==> src/ahb_mem_pkg.sv <==
// Shared definitions for the parity-protected AHB3-Lite memory subsystem
// Widths, address map, bus codes and the request/response structs

package ahb_mem_pkg;

    // Widths that carry a meaning
    typedef logic [31:0] addr_t;
    typedef logic [31:0] data_t;
    typedef logic [6:0]  csum_t;
    typedef logic [5:0]  par_t;
    typedef logic [1:0]  wait_t;
    typedef logic [15:0] errcnt_t;

    // Memory geometry
    localparam int MEM_BYTES  = 4096;
    localparam int MEM_WORDS  = MEM_BYTES / 4;
    localparam int WORD_IDX_W = 10;

    // Address map
    localparam addr_t RAM_BASE       = 32'h0000_0000;
    localparam addr_t CFG_BASE       = 32'h0001_0000;
    localparam addr_t REGION_MASK    = 32'hFFFF_0000;
    localparam addr_t CFG_WAIT_OFS   = 32'h0000_0000;
    localparam addr_t CFG_ERRCNT_OFS = 32'h0000_0004;

    // Transfer type
    typedef enum logic [1:0] {
        IDLE   = 2'b00,
        BUSY   = 2'b01,
        NONSEQ = 2'b10,
        SEQ    = 2'b11
    } htrans_e;

    // Transfer size, only up to word width
    typedef enum logic [2:0] {
        BYTE = 3'b000,
        HALF = 3'b001,
        WORD = 3'b010
    } hsize_e;

    // Two-cycle ERROR response sequence
    typedef enum logic [1:0] {
        OKAY_ST,
        ERR1_ST,
        ERR2_ST
    } resp_state_e;

    // Address phase, driven by the master
    typedef struct packed {
        addr_t      haddr;
        htrans_e    htrans;
        logic       hwrite;
        hsize_e     hsize;
        logic [2:0] hburst;
        logic [3:0] hprot;
        logic       hmastlock;
        par_t       hparity;
    } ahb_req_t;

    // Data phase write payload
    typedef struct packed {
        data_t hwdata;
        csum_t hwchecksum;
    } ahb_wdat_t;

    // Slave response
    typedef struct packed {
        data_t hrdata;
        csum_t hrchecksum;
        logic  hready;
        logic  hresp;
    } ahb_rsp_t;

endpackage
==> src/ahb_decoder.sv <==
// AHB-Lite address decoder and response multiplexer
// Also acts as the default slave for unmapped transfers

module ahb_decoder (
    input  logic                  s_clk_i,
    input  logic                  s_resetn_i,
    input  ahb_mem_pkg::ahb_req_t req_i,
    input  ahb_mem_pkg::ahb_rsp_t ram_rsp_i,
    input  ahb_mem_pkg::ahb_rsp_t cfg_rsp_i,
    output logic                  ram_sel_o,
    output logic                  cfg_sel_o,
    output logic                  hready_o,
    output ahb_mem_pkg::ahb_rsp_t rsp_o
);

    ahb_mem_pkg::addr_t       region;
    logic                     active;
    logic                     unmapped;
    logic                     own_ram_q;
    logic                     own_cfg_q;
    ahb_mem_pkg::resp_state_e state_q;

    assign region    = req_i.haddr & ahb_mem_pkg::REGION_MASK;
    assign ram_sel_o = (region == ahb_mem_pkg::RAM_BASE);
    assign cfg_sel_o = (region == ahb_mem_pkg::CFG_BASE);
    assign active    = (req_i.htrans == ahb_mem_pkg::NONSEQ) ||
                       (req_i.htrans == ahb_mem_pkg::SEQ);
    assign unmapped  = active & ~ram_sel_o & ~cfg_sel_o;

    // Owner of the data phase moves on only when the bus is ready
    always_ff @(posedge s_clk_i) begin
        if (!s_resetn_i) begin
            own_ram_q <= 1'b0;
            own_cfg_q <= 1'b0;
            state_q   <= ahb_mem_pkg::OKAY_ST;
        end else if (state_q == ahb_mem_pkg::ERR1_ST) begin
            state_q <= ahb_mem_pkg::ERR2_ST;
        end else if (hready_o) begin
            own_ram_q <= ram_sel_o & active;
            own_cfg_q <= cfg_sel_o & active;
            state_q   <= unmapped ? ahb_mem_pkg::ERR1_ST : ahb_mem_pkg::OKAY_ST;
        end
    end

    always_comb begin
        if (own_ram_q) begin
            rsp_o = ram_rsp_i;
        end else if (own_cfg_q) begin
            rsp_o = cfg_rsp_i;
        end else begin
            // Default slave
            rsp_o.hrdata     = '0;
            rsp_o.hrchecksum = '0;
            rsp_o.hready     = (state_q != ahb_mem_pkg::ERR1_ST);
            rsp_o.hresp      = (state_q != ahb_mem_pkg::OKAY_ST);
        end
    end

    assign hready_o = rsp_o.hready;

    property p_one_hot_sel;
        @(posedge s_clk_i) disable iff (!s_resetn_i)
            !(ram_sel_o && cfg_sel_o);
    endproperty
    a_one_hot_sel: assert property (p_one_hot_sel)
        else $error("ahb_decoder: both slaves selected");

endmodule

==> config.mk <==
export PLATFORM = sky130hd
export DESIGN_NAME = ahb_decoder
export DESIGN_NICKNAME = d
export VERILOG_FILES = /design/src/ahb_mem_pkg.sv /design/src/ahb_decoder.sv
export SDC_FILE = /design/constraint.sdc
export NUM_CORES = 1
export LEC_CHECK = 0
export ABC_CLOCK_PERIOD_IN_PS = 1600
export BUFFER_PORTS_ARGS = -buffer_cell sky130_fd_sc_hd__buf_4
export CAP_MARGIN = 20
export CORE_AREA = 2 2 70 72
export DETAILED_ROUTE_END_ITERATION = 12
export DIE_AREA = 0 0 72 74
export PLACE_DENSITY = 0.61
export SYNTH_ARGS = -nofsm -noshare
export SYNTH_HDL_FRONTEND = slang
export SYNTH_SLANG_ARGS = --single-unit
==> constraint.sdc <==
create_clock -name s_clk_i -period 1.6 [get_ports s_clk_i]
set_input_delay 0.32 -clock s_clk_i [delete_from_list [all_inputs] [get_ports s_clk_i]]
set_output_delay 0.32 -clock s_clk_i [all_outputs]
set_load 0.005 [all_outputs]
Word level (Yosys, flattened, before mapping)
Cells that the tools add are included.
- flip-flop bits (word level): 4
- input port bits: 136
- output and inout bits: 44
- logic and storage cells: 28
- eq/ne operators: 5
- muxes and demuxes: 5
- bitwise operators: 8
- reduce and logical (&&, ||, !) cells: 6
- operator list (operator ; count):
    2-to-1 mux 41 bit ; 2
    zero test 32 bit ; 1
    equality test 16 x 1 -> 1 bit (second input constant) ; 1
    AND 1 bit ; 4
    equality test 2 bit (second input constant) ; 2
    2-to-1 mux 2 bit ; 2
    NOT 1 bit ; 4
    nonzero test 2 bit ; 2
    equality test 2 x 1 -> 1 bit (second input constant) ; 1
    inequality test 2 x 1 -> 1 bit (second input constant) ; 1
    AND reduction 2 bit ; 1
    OR reduction 2 bit ; 1
    logical OR 1 bit ; 1
    2-to-1 mux 1 bit ; 1

Depth between registers and ports, before layout
- depth in word-level cells: 7
- depth in mapped cells: 5
- gate-level depth less buffers: 4

Worst setup path before layout
Ideal clock, no wire load.
- path type: register -> output
- from: register own_cfg_q
- to: output rsp_o[19] (netlist name)
- data arrival time: 1.094 ns
- data required time: 1.280 ns
- slack: 0.186 ns
- stages on the path, launching flop included: 5
- path buffers: 2
- cell sequence: dfxtp_1 nor2b_1 buf_2 buf_2 a22o_1
- RTL lines (item ; line ; text):
    start, declared ; ahb_decoder.sv:20 ; logic own_cfg_q;
    start signal, assigned ; ahb_decoder.sv:40 ; own_cfg_q <= cfg_sel_o & active;
    end, declared ; ahb_decoder.sv:13 ; output ahb_mem_pkg::ahb_rsp_t rsp_o

==> run_results.csv <==
group,metric,value,unit
status,outcome,"finished with violations",
status,violations,"negative setup slack",
placed_design,io_buffers,144,
finish,num_antenna_cells,0,
hold_path,hp-class,"in -> reg",
drt,drcViolationCount,0,
clocking,cts_made_buffers,3,
global_routing,first_global_vias,1235,
setup_path,endpoint_kind,"output port",
sta,setup_viol,17,
floorplanning,dieArea,5328,um2
global_routing,use_met1,16.38,%
clocking,htreeDepth,1,
setup_path,crit_type,"reg -> out",
floorplanning,initial_utilization,15.16,%
sta,max-slew-margin-rel,80.12,%
synth,synth_common_cells,"a22o_1 (39), nand2_1 (7), clkbuf_1 (6), nor2b_1 (6)",
setup_path,arrival,1.30,ns
drt,ant_nets,0,
synth,avgSynthCellArea,7.744,um2
setup_path,r2r-start,"own_cfg_q",
floorplanning,num_rows,25,
placed_design,dp_hpwl,3143,um
finish,synthToLayoutAreaGrowth,194.1,%
power_and_ir_drop,p_leak,1.056,nW
synth,netlist_area,696.9,um2
drt,drtPass1Iterations,4,
power_and_ir_drop,sw_frac_of_total,21.75,%
global_routing,grt_util_met2,24.38,%
global_routing,grt_max_degree,25,
sta,hold_violations,0,
drt,viasPerCell,4.685,
synth,syn_inst,90,
placed_design,place_ws,-0.02227,ns
run,maxCapViolCount,0,
floorplanning,pin_count,180,
power_and_ir_drop,p_sw,125.7,uW
clocking,clockRootBuffer,"clkbuf_8",
power_and_ir_drop,combPwrFrac,45.5,%
setup_path,startpoint,"own_cfg_q",
clocking,cts_buffer_depth,2,
power_and_ir_drop,ir_drop,0.3614,mV
setup_path,rrSetupSlack,0.24,ns
power_and_ir_drop,seqPwrFrac,18.5,%
synth,ys_top_cells_by_area,"a22o_1 (49%), dfxtp_1 (11%), nor2b_1 (5.4%)",
sta,fin_ws,-0.02465,ns
global_routing,grt_pass1_wl,5809,um
global_routing,gr-total-overflow,0,
drt,drtIter0Drc,23,
synth,yosysWarnings,0,
placed_design,gp_congestion,0.7311,
global_routing,top_usage_layer,"met2",
sta,fin_crit_sh,101.5,%
drt,post_drt_wl_per_cell,14.81,um
synth,synth_top_area_share,49.01,%
setup_path,startpoint_type,"register",
setup_path,cp.required,1.28,ns
synth,yosysTopAreaCell,"a22o_1",
sta,max_freq,615.5,MHz
setup_path,critical_path.max_fanout,10,
drt,drt_wl_total,4325,um
clocking,numClockSinks,4,
sta,rsz0062_at_grt,"yes",
synth,ys_seq_area_share,11.49,%
global_routing,grtUsageTotal,13.54,%
power_and_ir_drop,clkPwrFrac,36.0,%
finish,drive_gt1_share,69.75,%
synth,async_reset_ff_share,0,%
sta,slew_viol_final,0,
clocking,insertion_delay,0.21,ns
sta,hold_ws,0.3207,ns
synth,syn_nets,226,
finish,final_nets,376,
synth,synth_seq_cells,4,
sta,worstMarginPinSlew,0.2944,ns
clocking,clkTransAtPathRegs,0.03,ns
drt,num_vias,1368,
synth,ys_types,23,
sta,post-route-min-period,1.625,ns
synth,synth_most_common_cell,"a22o_1",
sta,skew,0.0005837,ns
finish,fillers,477,
power_and_ir_drop,p_int,452.2,uW
synth,synth_edf_count,0,
global_routing,globalRouteMet3Util,4.065,%
floorplanning,coreArea,4598,um2
floorplanning,die_x,72,um
global_routing,antenna_found_initial,0,
floorplanning,die_h,74,um
power_and_ir_drop,power.density,282.0,nW/um2
clocking,cts_tree,"built",
hold_path,min_from,"req_i[36]",
synth,synth_ff_type,"dfxtp_1",
[power by group through the flow]
| stage | Sequential, mW | Combinational [mW] | Clock (mW) |
|---|---|---|---|
| 2_1_floorplan | 0.110 | 0.0410 | 0 |
| 3_3_place_gp | 0.111 | 0.246 | 0 |
| 3_5_place_dp | 0.112 | 0.250 | 0 |
| 4_1_cts | 0.107 | 0.254 | 0.216 |
| 5_1_grt | 0.108 | 0.283 | 0.221 |
| 6_report | 0.107 | 0.263 | 0.208 |
[layer usage]
layer,part of all wire [%],up-vias
li1,-,669
met2,52,73
met3,9.5,2
met4,0.14,0
met5,0,-
met1,39,624
[logic make-up after synthesis]
kind of cell | after synthesis | share of synthesized area, %
AO/OA/AOI/OAI | 47 | 58.53
buffers and inverters | 14 | 9.515
flip-flops | 4 | 11.49
AND/OR/NAND/NOR | 25 | 20.47
[final timing paths]
path | endpoint | cells after the start
hold / removal | own_ram_q | 2
setup reg to reg | own_cfg_q | 3
setup / recovery | rsp_o[8] | 5
hold reg to reg | state_q[1] | 2
[critical path, cell delays in order, from the launching register on]
cell	delay (ns)
dfxtp_4	0.35
nor2b_4	0.13
buf_12	0.13
clkbuf_16	0.16
a22o_1	0.18
buf_4	0.13
[state kept, by name (all words and copies together), names as in the netlist]
register / count
state_q: 2
own_ram_q: 1
own_cfg_q: 1
[per-stage QoR]
stage               instance area, um2   TNS [ns]  utilization, %  total power, mW  cells
global route                      2049     -1.844           44.57           0.6116    292
detailed placement                1854   -0.03971           40.33           0.3614    284
global placement                  1854          0           40.33           0.3577    284
CTS                               1948  -0.005466           42.37           0.5762    288
finish                            2049    -0.2293           44.57           0.5779    292
floorplan                        696.9          0               -           0.1513     90
[what timing repair did]
action	in CTS	in global routing
gates resized for setup	8	6
pin swaps	0	1
setup endpoints to repair	41	43
setup buffers	0	1
hold buffers	0	0
cloned	1	3
[cell usage in the layout (no fill, tap or decap), drive strengths merged, types with 2 or more instances in the layout]
| cell type | Yosys | routed |
|---|---|---|
| nand2 | 7 | 7 |
| nor2 | 2 | 2 |
| inv | 4 | 4 |
| nor3b | 2 | 2 |
| clkbuf | 6 | 5 |
| nor2b | 6 | 6 |
| a22o | 39 | 39 |
| o32ai | 2 | 2 |
| nor4 | 3 | 3 |
| dfxtp | 4 | 4 |
| nor3 | 3 | 3 |
| buf | 4 | 153 |
[area by class of cell]
type                    instances  area [um2]  area share, %
inverters                       4       15.01         0.7326
repair buffers                155        1235          60.26
multi-input cells              72       603.1          29.43
well taps                      54       67.56          3.297
flip-flops and latches          4       87.58          4.273
clock buffers                   3       41.29          2.015
Note: power is estimated with default switching activity, not from simulation.
