## config.mk

```make
export PLATFORM = sky130hd
export DESIGN_NAME = ahb_ram_cfg
export DESIGN_NICKNAME = d
export VERILOG_FILES = /design/src/ahb_mem_pkg.sv /design/src/ahb_ram_cfg.sv
export SDC_FILE = /design/constraint.sdc
export NUM_CORES = 1
export LEC_CHECK = 0
export BUFFER_PORTS_ARGS = -buffer_cell sky130_fd_sc_hd__buf_4
export CORE_AREA = 5 5 70 72
export CTS_BUF_LIST = sky130_fd_sc_hd__clkbuf_16
export CTS_CLUSTER_DIAMETER = 60
export DETAILED_ROUTE_END_ITERATION = 8
export DIE_AREA = 0 0 75 77
export PLACE_DENSITY = 0.75
export SLEW_MARGIN = 20
export SYNTH_ARGS = -nofsm -noshare
export SYNTH_HDL_FRONTEND = slang
export SYNTH_SLANG_ARGS = --single-unit
```

## constraint.sdc

```tcl
create_clock -name s_clk_i -period 2 [get_ports s_clk_i]
set_input_delay 0.6 -clock s_clk_i [delete_from_list [all_inputs] [get_ports s_clk_i]]
set_output_delay 0.6 -clock s_clk_i [all_outputs]
set_load 0.05 [all_outputs]
```

## src/ahb_mem_pkg.sv

```systemverilog
// Shared definitions for the parity-protected AHB3-Lite memory subsystem
// Widths, address map, bus codes and the request/response structs

package ahb_mem_pkg;

    // Widths that carry a meaning
    typedef logic [31:0] addr_t;
    typedef logic [31:0] data_t;
    typedef logic [6:0]  csum_t;
    typedef logic [5:0]  par_t;
    typedef logic [1:0]  wait_t;
    typedef logic [15:0] errcnt_t;

    // Memory geometry
    localparam int MEM_BYTES  = 4096;
    localparam int MEM_WORDS  = MEM_BYTES / 4;
    localparam int WORD_IDX_W = 10;

    // Address map
    localparam addr_t RAM_BASE       = 32'h0000_0000;
    localparam addr_t CFG_BASE       = 32'h0001_0000;
    localparam addr_t REGION_MASK    = 32'hFFFF_0000;
    localparam addr_t CFG_WAIT_OFS   = 32'h0000_0000;
    localparam addr_t CFG_ERRCNT_OFS = 32'h0000_0004;

    // Transfer type
    typedef enum logic [1:0] {
        IDLE   = 2'b00,
        BUSY   = 2'b01,
        NONSEQ = 2'b10,
        SEQ    = 2'b11
    } htrans_e;

    // Transfer size, only up to word width
    typedef enum logic [2:0] {
        BYTE = 3'b000,
        HALF = 3'b001,
        WORD = 3'b010
    } hsize_e;

    // Two-cycle ERROR response sequence
    typedef enum logic [1:0] {
        OKAY_ST,
        ERR1_ST,
        ERR2_ST
    } resp_state_e;

    // Address phase, driven by the master
    typedef struct packed {
        addr_t      haddr;
        htrans_e    htrans;
        logic       hwrite;
        hsize_e     hsize;
        logic [2:0] hburst;
        logic [3:0] hprot;
        logic       hmastlock;
        par_t       hparity;
    } ahb_req_t;

    // Data phase write payload
    typedef struct packed {
        data_t hwdata;
        csum_t hwchecksum;
    } ahb_wdat_t;

    // Slave response
    typedef struct packed {
        data_t hrdata;
        csum_t hrchecksum;
        logic  hready;
        logic  hresp;
    } ahb_rsp_t;

endpackage
```

## src/ahb_ram_cfg.sv

```systemverilog
// Configuration slave for the protected RAM
// Holds the wait-state register and a saturating parity-error counter

module ahb_ram_cfg (
    input  logic                   s_clk_i,
    input  logic                   s_resetn_i,
    input  logic                   sel_i,
    input  logic                   hready_i,
    input  ahb_mem_pkg::ahb_req_t  req_i,
    input  ahb_mem_pkg::ahb_wdat_t wdat_i,
    input  logic                   par_err_i,
    output ahb_mem_pkg::ahb_rsp_t  rsp_o,
    output ahb_mem_pkg::wait_t     wait_cnt_o
);

    logic                 active;
    logic                 accept;
    ahb_mem_pkg::addr_t   ofs;
    logic                 is_wait;
    logic                 is_cnt;

    // Data-phase flags
    logic                 dp_write_q;
    logic                 dp_wait_q;
    logic                 dp_cnt_q;

    // Registers
    ahb_mem_pkg::wait_t   wait_q;
    ahb_mem_pkg::errcnt_t cnt_q;
    logic                 cnt_clr;

    assign active  = (req_i.htrans == ahb_mem_pkg::NONSEQ) ||
                     (req_i.htrans == ahb_mem_pkg::SEQ);
    assign accept  = sel_i & active & hready_i;
    assign ofs     = req_i.haddr & ~ahb_mem_pkg::REGION_MASK;
    assign is_wait = (ofs == ahb_mem_pkg::CFG_WAIT_OFS);
    assign is_cnt  = (ofs == ahb_mem_pkg::CFG_ERRCNT_OFS);

    // Any write to the counter clears it
    assign cnt_clr = dp_write_q & dp_cnt_q;

    always_ff @(posedge s_clk_i) begin
        if (!s_resetn_i) begin
            dp_write_q <= 1'b0;
            dp_wait_q  <= 1'b0;
            dp_cnt_q   <= 1'b0;
        end else if (hready_i) begin
            dp_write_q <= accept & req_i.hwrite;
            dp_wait_q  <= accept & is_wait;
            dp_cnt_q   <= accept & is_cnt;
        end
    end

    // Wait register takes the low bits of the write data
    always_ff @(posedge s_clk_i) begin
        if (!s_resetn_i) begin
            wait_q <= '0;
        end else if (dp_write_q && dp_wait_q) begin
            wait_q <= wdat_i.hwdata[1:0];
        end
    end

    // Counter saturates at its maximum
    always_ff @(posedge s_clk_i) begin
        if (!s_resetn_i) begin
            cnt_q <= '0;
        end else if (cnt_clr) begin
            cnt_q <= '0;
        end else if (par_err_i && (cnt_q != '1)) begin
            cnt_q <= cnt_q + 1'b1;
        end
    end

    always_comb begin
        rsp_o.hrdata = '0;
        if (dp_wait_q) begin
            rsp_o.hrdata[1:0] = wait_q;
        end else if (dp_cnt_q) begin
            rsp_o.hrdata[15:0] = cnt_q;
        end
        rsp_o.hrchecksum = '0;
        rsp_o.hready     = 1'b1;
        rsp_o.hresp      = 1'b0;
    end

    assign wait_cnt_o = wait_q;

    // Saturated counter only returns to zero through a clearing write
    property p_cnt_no_wrap;
        @(posedge s_clk_i) disable iff (!s_resetn_i)
            ((cnt_q == '1) && !cnt_clr) |=> (cnt_q == '1);
    endproperty
    a_cnt_no_wrap: assert property (p_cnt_no_wrap)
        else $error("ahb_ram_cfg: error counter wrapped");

endmodule

```

# ---- Word-level counts from Yosys, hierarchy flattened
# Index checks and enable logic that the tools add are counted.
# W data, S select, Z words.
dict set report word_totals {
  reg_bits 21
  latch_bits 0
  ramBits 0
  rom_bits 0
  inputBits 96
  output_inout_bits 43
  elab_cells 25
  mem_count 0
}
dict set report classes {
  addsub 1
  n_mul 0
  div_mod_pow 0
  order_cmp 0
  n_eq_ne 4
  shifts 0
  muxes 3
  n_bitwise 7
  reduce_logical 5
}
# cell n
set op_table {}
lappend op_table {{$logic_not A32 Y1} 1}
lappend op_table {{$add A16 B1 Y16 const B} 1}
lappend op_table {{$eq A16 B3 Y1 const B} 1}
lappend op_table {{$mux W16} 1}
lappend op_table {{$ne A16 B16 Y1 const B} 1}
lappend op_table {{$mux W14} 1}
lappend op_table {{$and A1 B1 Y1} 6}
lappend op_table {{$eq A2 B2 Y1 const B} 2}
lappend op_table {{$logic_and A1 B1 Y1} 2}
lappend op_table {{$mux W2} 1}
lappend op_table {{$reduce_or A2 Y1} 1}
lappend op_table {{$logic_or A1 B1 Y1} 1}
lappend op_table {{$not A1 Y1} 1}

# ---- Depth between registers and ports, before layout
# Gate-level depths: netlist (run 1).
dict set report logic_depth {
  word_depth 5
  mapped_depth 5
  ltp_nobuf 5
}

# ---- Least setup slack after synthesis (run 1)
# OpenSTA, ideal clock, no wires.
dict set report synth_path {
  kind {reg2out}
  start {register wait_q[1] (netlist: wait_cnt_o[1])}
  end {output rsp_o[10] in the netlist's numbering}
  arrival_ps 1159
  required_ps 1400
  slack_ps 241
  path_stages_with_launch 2
  n_path_buf 0
  cell_sequence {dfxtp_1 a22o_1}
}
# element line
set synth_rtl {}
lappend synth_rtl {{start, declared} ahb_ram_cfg.sv:28} ;# ahb_mem_pkg::wait_t wait_q;
lappend synth_rtl {{start signal, assigned} ahb_ram_cfg.sv:59} ;# wait_q <= wdat_i.hwdata[1:0];
lappend synth_rtl {{end, declared} ahb_ram_cfg.sv:12} ;# output ahb_mem_pkg::ahb_rsp_t rsp_o,

==> impl_metrics.env, run 1 <==
export IMPL_status="finished clean"
export IMPL_crit_arrival_ns=1.28
export IMPL_synth_top_cell_by_area="dfxtp_1"
export IMPL_die_w_um=75
export IMPL_synth_top_area_share_pct=28.3
export IMPL_cp_start_kind="register"
export IMPL_routabilityCongestion=0.851
export IMPL_tritoncts="yes"
export IMPL_required_ns=1.40
export IMPL_syn_area_sq_mm=0.00149
export IMPL_clk_pin_slew_ns=0.05
export IMPL_r2r_end="cnt_q[3]$_SDFFE_PP0P_"
export IMPL_tightest_slew_ns=0.491
export IMPL_hold_start="wait_cnt_o[0]$_SDFFE_PN0P_"
export IMPL_grtUsageTotal_pct=13.3
export IMPL_holdCritPathClass="register to register"
export IMPL_yosysWarnings=0
export IMPL_fillCellCount=407
export IMPL_critPathMaxStageDelay_ns=0.40
export IMPL_crit_family="buffers and inverters"
export IMPL_boundaryPins=139
export IMPL_cts_hold_buffers=0
export IMPL_grt_ovfl_total=0
export IMPL_grt_max_degree=17
export IMPL_htreeDepth=1
export IMPL_p_sw_mw=0.315
export IMPL_ys_types=42
export IMPL_postSynthCellCount=186
export IMPL_nets=329
export IMPL_area_growth_pct=25.2
export IMPL_hold_viol=0
export IMPL_placed_cell_area_sq_mm=0.00176
export IMPL_final_cells=283
export IMPL_dp_hpwl_um=2930
export IMPL_postRouteAntennaNets=0
export IMPL_vias_per_cell=5.27
export IMPL_rsz0062_at_grt="false"
export IMPL_final_min_period_over_clock_period_pct=94.2
export IMPL_max_freq_ghz=0.531
export IMPL_drive_gt1_share_pct=27.7
export IMPL_netlist_top_cells_area="dfxtp_1, buf_4, and3_1"
export IMPL_drt_wirelength_per_cell_um=13.7
export IMPL_root_buffer="clkbuf_16"
export IMPL_hold_slack_ns=0.496
export IMPL_dieArea_sq_mm=0.00578
export IMPL_start_util_pct=35.1
export IMPL_pwr_share_comb_pct=19.9
export IMPL_ff2ff_path_depth=5
export IMPL_finClkSkew_ns=0.00313
export IMPL_maxSlewViolCount=0
export IMPL_route_detailed_drc=0
export IMPL_grt_pass1_vias=1335
export IMPL_clkPwrFrac_pct=38.6
export IMPL_port_buffers=42
export IMPL_synth_edf_count=0
export IMPL_core_area_sq_mm=0.00423
export IMPL_fin_setup_tns_ns=0
export IMPL_leakagePower_nw=0.833
export IMPL_min_to="wait_cnt_o[0]$_SDFFE_PN0P_"
export IMPL_critPathKind="register to output port"
export IMPL_cts_buffer_depth=2
export IMPL_internal_power_mw=0.753
export IMPL_clock_latency_ns=0.25
export IMPL_die_h_um=77
export IMPL_ys_seq_elements=21
export IMPL_ys_async_sr_fraction_pct=0
export IMPL_yosysSeqAreaShare_pct=28.3
export IMPL_via_count=1490
export IMPL_end_kind="output port"
export IMPL_synth_ff_type="dfxtp_1"
export IMPL_reg2reg_from="cnt_q[1]$_SDFFE_PP0P_"
export IMPL_setup_slack_ns=0.115
export IMPL_p_seq_share_pct=41.5
export IMPL_finalInstanceArea_sq_mm=0.00186
export IMPL_antenna_found_initial=0
export IMPL_reg2reg_slack_ns=0.22
export IMPL_worstPathCellList="clkinvlp_4 -> buf_4 -> and3_2 -> buf_4"
export IMPL_drt_pre_antenna_iters=4
export IMPL_finalSetupViolations=0
export IMPL_crit_path_max_fanout=8
export IMPL_finalWirelength_um=3880
export IMPL_max_cap_viol_count=0
export IMPL_rows=24
export IMPL_crit_slowest_cell="dfxtp_2"
export IMPL_drt_initial_drc_count=138
export IMPL_cts_inserted_buffers=3
export IMPL_path_common_cell="buf_4"
export IMPL_grt_pass1_wl_um=6180
export IMPL_peakVddDrop_mv=0.266
export IMPL_path_buf_inv=3
export IMPL_worstHoldPathCells=2
export IMPL_cellPowerDensity_mw_per_mm2=573
export IMPL_numPlacedInstances=276
export IMPL_n_antenna_cell=0
export IMPL_min_period_ns=1.88
export IMPL_netSwitchingFraction_pct=29.5
export IMPL_avgSynthCellArea_sq_um=8.00
export IMPL_relSlewSlack_pct=67.0
export IMPL_dp_slack_ns=0.118
export IMPL_numClockSinks=21
-- metrics by stage --
stage | total power, mW | util (%)
global route | 1.11 | 44.0
CTS | 1.08 | 43.4
detailed placement | 0.662 | 41.5
floorplan | 0.645 | -
global placement | 0.658 | 41.5
finish | 1.07 | 44.0
-- final cells by class --
class	count	area [sq um]	share of cell area [%]
clock inverter	1	3.75	0.201
timing repair buffer	50	373	20.0
multi-input combinational	151	902	48.4
tap	52	65.1	3.49
sequential	21	422	22.6
clock buffer	3	75.1	4.03
inverter	5	22.5	1.21
-- cell families after synthesis --
logic type                 Yosys count  synth area share (%)
AOI/OAI and AO/OA                   34                  15.1
adders and majority gates            1                 0.841
and+or+nand+nor                     87                  35.7
muxes                                4                  2.69
buffers and inverters               37                  16.9
other                                2                 0.505
DFF                                 21                  28.3
-- cells in the final DEF (no fill, tap or decap), types with 5 or more instances in the layout --
| cell type | Yosys | routed |
|---|---|---|
| a21oi_1 | 10 | 10 |
| and3_1 | 18 | 18 |
| buf_4 | 26 | 49 |
| conb_1 | 2 | 25 |
| dfxtp_1 | 21 | 20 |
| inv_1 | 5 | 5 |
| nand2_1 | 13 | 13 |
| nand3_1 | 8 | 8 |
| nand4_1 | 8 | 8 |
| nor2_1 | 5 | 5 |
| nor3_1 | 6 | 6 |
| nor4_1 | 7 | 7 |
| o21ai_0 | 6 | 6 |
-- metal layers --
layer	share of wire [%]	vias to the layer above	track usage, %
met1	38	699	16.7
li1	-	732	-
met5	0	-	0
met2	54	54	22.6
met3	7.0	5	1.05
met4	1.7	0	6.05
-- cell usage after synthesis (all sizes together) (3+ instances only) --
master	count
a21boi	3
clkbuf	4
nor2	5
or3	3
mux2i	4
nand4	8
and3	21
nand2	13
inv	5
a31oi	4
dfxtp	21
nor3	6
buf	28
nor4	9
a21oi	10
nand3	9
o21ai	6
nand2b	4
-- worst max-delay path by stage --
stage | endpoint | startpoint | cells after the start | slack, ns
after floorplan | rsp_o[10] | wait_cnt_o[1]$_SDFFE_PN0P_ | 1 | 0.24
after global placement | cnt_q[11]$_SDFFE_PP0P_ | par_err_i | 5 | 0.13
after detailed placement | cnt_q[11]$_SDFFE_PP0P_ | par_err_i | 5 | 0.12
after CTS | rsp_o[12] | dp_wait_q$_SDFFE_PN0P_ | 3 | 0.05
after global routing | cnt_q[3]$_SDFFE_PP0P_ | cnt_q[0]$_SDFFE_PP0P_ | 5 | 0.02
final | rsp_o[12] | dp_wait_q$_SDFFE_PN0P_ | 4 | 0.12
-- registers in the layout, summed over array words and instances (netlist names) --
name / cells
dp_write_q: 1
dp_wait_q: 1
cnt_q: 16
wait_cnt_o: 2
dp_cnt_q: 1
-- repair_timing --
action / in CTS / in global routing
resized for setup: 0 / 2
setup endpoints to repair: 0 / 14
setup buffers: 0 / 3
-- power groups by stage --
| stage | combinational (mW) | clock, mW | sequential [mW] |
|---|---|---|---|
| 5_1_grt | 0.232 | 0.433 | 0.445 |
| 6_report | 0.212 | 0.413 | 0.443 |
| 2_1_floorplan | 0.198 | 0 | 0.448 |
| 4_1_cts | 0.210 | 0.422 | 0.442 |
| 3_3_place_gp | 0.207 | 0 | 0.451 |
| 3_5_place_dp | 0.210 | 0 | 0.452 |
-- worst min-delay path, delay by kind of cell (launching register included) --
kind,cells,cell delay (ns)
DFF,1,0.33
AOI/OAI and AO/OA,1,0.06
and+or+nand+nor,1,0.06
Note: power is estimated with default switching activity, not from simulation.
==> inputs of run 2 (changes only) <==
--- a/config.mk
+++ b/config.mk
@@ -11,6 +11,7 @@
 export CTS_CLUSTER_DIAMETER = 60
 export DETAILED_ROUTE_END_ITERATION = 8
 export DIE_AREA = 0 0 75 77
+export MAX_ROUTING_LAYER = met4
 export PLACE_DENSITY = 0.75
 export SLEW_MARGIN = 20
 export SYNTH_ARGS = -nofsm -noshare
==> impl_metrics.env, run 2 (synthesis gave the netlist of run 1 again) <==
export IMPL_final_cells=283
export IMPL_grt_pass1_vias=1336
export IMPL_start_util_pct=35.1
export IMPL_die_w_um=75
export IMPL_largest_reg_flops=16
export IMPL_fin_setup_tns_ns=0
export IMPL_peakVddDrop_mv=0.267
export IMPL_clock_latency_ns=0.25
export IMPL_finClkSkew_ns=0.00253
export IMPL_drt_pre_antenna_iters=4
export IMPL_grtUsageTotal_pct=13.7
export IMPL_clk_pin_slew_ns=0.05
export IMPL_dp_slack_ns=0.118
export IMPL_worstPathCellList="clkinvlp_4 -> buf_4 -> and3_2 -> buf_4"
export IMPL_cellPowerDensity_mw_per_mm2=574
export IMPL_end_kind="output port"
export IMPL_htreeDepth=1
export IMPL_core_area_sq_mm=0.00423
export IMPL_area_growth_pct=25.2
export IMPL_max_freq_ghz=0.529
export IMPL_cp_start_kind="register"
export IMPL_hold_start="wait_cnt_o[0]$_SDFFE_PN0P_"
export IMPL_boundaryPins=139
export IMPL_reg2reg_from="cnt_q[1]$_SDFFE_PP0P_"
export IMPL_final_min_period_over_clock_period_pct=94.5
export IMPL_rsz0062_at_grt="false"
export IMPL_finish_utilization_pct=44.0
export IMPL_leakagePower_nw=0.833
export IMPL_antenna_found_initial=0
export IMPL_via_count=1512
export IMPL_n_antenna_cell=0
export IMPL_fillCellCount=407
export IMPL_required_ns=1.40
export IMPL_critPathKind="register to output port"
export IMPL_r2r_end="cnt_q[3]$_SDFFE_PP0P_"
export IMPL_cts_inserted_buffers=3
export IMPL_cts_buffer_depth=2
export IMPL_tritoncts="yes"
export IMPL_dp_hpwl_um=2930
export IMPL_die_h_um=77
export IMPL_min_period_ns=1.89
export IMPL_grt_max_degree=17
export IMPL_grt_ovfl_total=0
export IMPL_crit_arrival_ns=1.29
export IMPL_critPathMaxStageDelay_ns=0.40
export IMPL_relSlewSlack_pct=66.8
export IMPL_tightest_slew_ns=0.494
export IMPL_numPlacedInstances=276
export IMPL_root_buffer="clkbuf_16"
export IMPL_drt_wirelength_per_cell_um=13.8
export IMPL_path_common_cell="buf_4"
export IMPL_p_total_mw=1.07
export IMPL_reg2reg_slack_ns=0.22
export IMPL_postRouteAntennaNets=0
export IMPL_min_to="wait_cnt_o[0]$_SDFFE_PN0P_"
export IMPL_largest_register="cnt_q"
export IMPL_maxSlewViolCount=0
export IMPL_routabilityCongestion=0.864
export IMPL_drt_initial_drc_count=161
export IMPL_finalWirelength_um=3890
export IMPL_ff2ff_path_depth=5
export IMPL_dieArea_sq_mm=0.00578
export IMPL_max_cap_viol_count=0
export IMPL_crit_path_max_fanout=8
export IMPL_setup_slack_ns=0.111
export IMPL_numClockSinks=21
export IMPL_route_detailed_drc=0
export IMPL_drive_gt1_share_pct=27.7
export IMPL_holdCritPathClass="register to register"
export IMPL_nets=329
export IMPL_hold_viol=0
export IMPL_rows=24
export IMPL_status="finished clean"
export IMPL_mostFrequentLayoutCell="buf_4"
export IMPL_vias_per_cell=5.34
export IMPL_worstHoldPathCells=2
export IMPL_grt_pass1_wl_um=6180
export IMPL_mostFrequentLayoutCells="buf_4, conb_1, dfxtp_1"
export IMPL_crit_slowest_cell="dfxtp_2"
export IMPL_port_buffers=42
export IMPL_finalSetupViolations=0
-- run 2: cell counts in the layout (fill, tap and decap cells not counted) --
No cell type changed its count.
-- run 2: worst max-delay path by stage --
stage	from	endpoint	cells after the start
2_1_floorplan	wait_cnt_o[1]$_SDFFE_PN0P_	rsp_o[10]	1
3_3_place_gp	par_err_i	cnt_q[11]$_SDFFE_PP0P_	5
3_5_place_dp	par_err_i	cnt_q[11]$_SDFFE_PP0P_	5
4_1_cts	dp_wait_q$_SDFFE_PN0P_	rsp_o[12]	3
5_1_grt	cnt_q[0]$_SDFFE_PP0P_	cnt_q[3]$_SDFFE_PP0P_	5
6_report	dp_wait_q$_SDFFE_PN0P_	rsp_o[12]	4
-- run 2: layout make-up --
class                   instances  area [sq um]  share of cell area, %
clock buffers                   3          75.1                   4.03
inverters                       5          22.5                   1.21
well taps                      52          65.1                   3.49
multi-input cells             151           902                   48.4
clock inverters                 1          3.75                  0.201
flip-flops and latches         21           422                   22.6
repair buffers                 50           373                   20.0
-- run 2: what timing repair did --
action                     CTS  global route
hold buffers                 0             0
setup endpoints to repair    0            14
resized for setup            0             2
setup buffers                0             3
-- run 2: stage by stage --
stage          area [sq um]  hold slack, ns
2_1_floorplan          1570           0.464
3_3_place_gp           1760           0.481
3_5_place_dp           1760           0.484
4_1_cts                1840           0.495
5_1_grt                1860           0.519
6_report               1860           0.498
-- run 2: worst max-delay path: cells and delay by family (launching register included) --
family | cells | cell delay, ns
buffers and inverters | 3 | 0.45
flip-flops | 1 | 0.40
AND/OR/NAND/NOR | 1 | 0.19
-- run 2: report_power, final --
part / switching [mW] / internal, mW / leakage, nW / total [mW]
clock: 0.148 / 0.266 / 0.0423 / 0.414
combinational: 0.156 / 0.0574 / 0.621 / 0.213
sequential: 0.0134 / 0.429 / 0.170 / 0.443
-- run 2: layer usage --
metal / vias up / GRT usage (%) / share of wire, %
met3: 9 / 1.05 / 7.0
met4: 0 / 6.05 / 1.9
met5: - / - / 0
li1: 732 / - / -
met2: 59 / 22.6 / 54
met1: 712 / 16.6 / 37
==> inputs of run 3 (changes only) <==
--- a/config.mk
+++ b/config.mk
@@ -6,13 +6,14 @@
 export NUM_CORES = 1
 export LEC_CHECK = 0
 export BUFFER_PORTS_ARGS = -buffer_cell sky130_fd_sc_hd__buf_4
-export CORE_AREA = 5 5 70 72
-export CTS_BUF_LIST = sky130_fd_sc_hd__clkbuf_16
+export CORE_AREA = 5 5 69 71
+export CTS_BUF_LIST = sky130_fd_sc_hd__clkbuf_8
 export CTS_CLUSTER_DIAMETER = 60
 export DETAILED_ROUTE_END_ITERATION = 8
-export DIE_AREA = 0 0 75 77
+export DIE_AREA = 0 0 74 76
 export MAX_ROUTING_LAYER = met4
-export PLACE_DENSITY = 0.75
+export PLACE_DENSITY = 0.77
+export REMOVE_ABC_BUFFERS = 1
 export SLEW_MARGIN = 20
 export SYNTH_ARGS = -nofsm -noshare
 export SYNTH_HDL_FRONTEND = slang
==> impl_metrics.env, run 3 (synthesis gave the netlist of run 1 again) <==
export IMPL_status="finished clean"
export IMPL_dieArea_sq_mm=0.00562
export IMPL_p_seq_share_pct=47.5
export IMPL_hold_slack_ns=0.487
export IMPL_root_buffer="clkbuf_8"
export IMPL_grt_pass1_wl_um=6000
export IMPL_clk_pin_slew_ns=0.07
export IMPL_postRouteAntennaNets=0
export IMPL_numClockSinks=21
export IMPL_finalInstanceArea_sq_mm=0.00185
export IMPL_drt_wirelength_per_cell_um=13.3
export IMPL_dp_slack_ns=0.127
export IMPL_grt_pass1_vias=1359
export IMPL_placed_cell_area_sq_mm=0.00177
export IMPL_n_antenna_cell=0
export IMPL_mostFrequentLayoutCell="buf_4"
export IMPL_clkPwrFrac_pct=29.9
export IMPL_finalSetupViolations=0
export IMPL_rows=24
export IMPL_p_sw_mw=0.313
export IMPL_rsz0062_at_grt="false"
export IMPL_largest_reg_flops=16
export IMPL_boundaryPins=139
export IMPL_hold_start="wait_cnt_o[1]$_SDFFE_PN0P_"
export IMPL_crit_path_max_fanout=7
export IMPL_crit_arrival_ns=1.30
export IMPL_port_buffers=42
export IMPL_fin_setup_tns_ns=0
export IMPL_leakagePower_nw=0.828
export IMPL_holdCritPathClass="register to register"
export IMPL_die_w_um=74
export IMPL_nets=331
export IMPL_grt_ovfl_total=0
export IMPL_cp_start_kind="register"
export IMPL_critPathKind="register to output port"
export IMPL_numPlacedInstances=277
export IMPL_peakVddDrop_mv=0.237
export IMPL_max_freq_ghz=0.526
export IMPL_setup_slack_ns=0.0993
export IMPL_reg2reg_from="cnt_q[2]$_SDFFE_PP0P_"
export IMPL_drive_gt1_share_pct=28.8
export IMPL_tightest_slew_ns=0.518
export IMPL_antenna_found_initial=0
export IMPL_relSlewSlack_pct=65.1
export IMPL_start_util_pct=35.6
export IMPL_dp_hpwl_um=2860
export IMPL_grtUsageTotal_pct=13.6
export IMPL_grt_max_degree=13
export IMPL_drt_pre_antenna_iters=4
export IMPL_cts_buffer_depth=2
export IMPL_maxSlewViolCount=0
export IMPL_vias_per_cell=5.06
export IMPL_htreeDepth=1
export IMPL_area_growth_pct=24.2
export IMPL_end_kind="output port"
export IMPL_pwr_share_comb_pct=22.6
export IMPL_die_h_um=76
export IMPL_via_count=1442
export IMPL_tritoncts="yes"
export IMPL_mostFrequentLayoutCells="buf_4, conb_1, dfxtp_1"
export IMPL_final_min_period_over_clock_period_pct=95.0
export IMPL_netSwitchingFraction_pct=33.5
export IMPL_required_ns=1.40
export IMPL_drt_initial_drc_count=99
export IMPL_max_cap_viol_count=0
export IMPL_cts_hold_buffers=0
export IMPL_hold_viol=0
export IMPL_cellPowerDensity_mw_per_mm2=506
export IMPL_min_period_ns=1.90
export IMPL_clock_latency_ns=0.27
export IMPL_largest_register="cnt_q"
export IMPL_finalWirelength_um=3790
export IMPL_cts_inserted_buffers=3
export IMPL_internal_power_mw=0.622
export IMPL_critical_path_startpoint="dp_wait_q$_SDFFE_PN0P_"
export IMPL_route_detailed_drc=0
export IMPL_finClkSkew_ns=0.00698
export IMPL_routabilityCongestion=0.950
export IMPL_core_area_sq_mm=0.00417
export IMPL_final_cells=285
## run 3: changes by cell type in the layout (fill, tap and decap cells not counted), sizes merged
cell and delta:
buf +2
## run 3: through the flow
stage	power (mW)	util, %
2_1_floorplan	0.598	-
3_3_place_gp	0.659	42.3
3_5_place_dp	0.664	42.3
4_1_cts	0.946	44.2
5_1_grt	0.983	44.3
6_report	0.935	44.3
## run 3: routing by layer
| metal | share of wire (%) | vias to the layer above | global-route usage [%] |
|---|---|---|---|
| met3 | 5.9 | 5 | 2.37 |
| met2 | 51 | 44 | 23.0 |
| li1 | - | 737 | - |
| met4 | 1.6 | 0 | 5.07 |
| met5 | 0 | - | - |
| met1 | 42 | 656 | 15.6 |
## run 3: worst max-delay path: stages (launching register included)
cell and delay (ns):
dfxtp_4 0.39, clkinvlp_4 0.10, buf_2 0.18, and3_1 0.18, buf_4 0.18
## run 3: timing repair
| item | CTS | global route |
|---|---|---|
| buffers inserted | 4 | 0 |
| endpoints found under the hold margin | 0 | 0 |
| endpoints found under the setup margin | 14 | 10 |
| resized for setup | 2 | 2 |
## run 3: final timing paths
path                            slack, ns                         end  cells past startpoint
worst max-delay path                  0.1                   rsp_o[21]                      4
worst min-delay path                 0.49  wait_cnt_o[1]$_SDFFE_PN0P_                      2
worst max register to register       0.25      cnt_q[11]$_SDFFE_PP0P_                      4
worst min register to register       0.49  wait_cnt_o[1]$_SDFFE_PN0P_                      2
## run 3: cell type report
class	instances	area, sq um
clock buffer	3	41.3
sequential	21	425
inverter	5	22.5
fill	428	2330
timing repair buffer	52	388
clock inverter	1	3.75
multi-input combinational	151	902
tap	52	65.1
## run 3: power by group through the flow
stage	logic, mW	clock network (mW)	registers, mW
floorplan	0.148	0	0.450
global placement	0.205	0	0.454
detailed placement	0.209	0	0.455
CTS	0.210	0.292	0.445
global route	0.227	0.310	0.445
finish	0.212	0.280	0.444
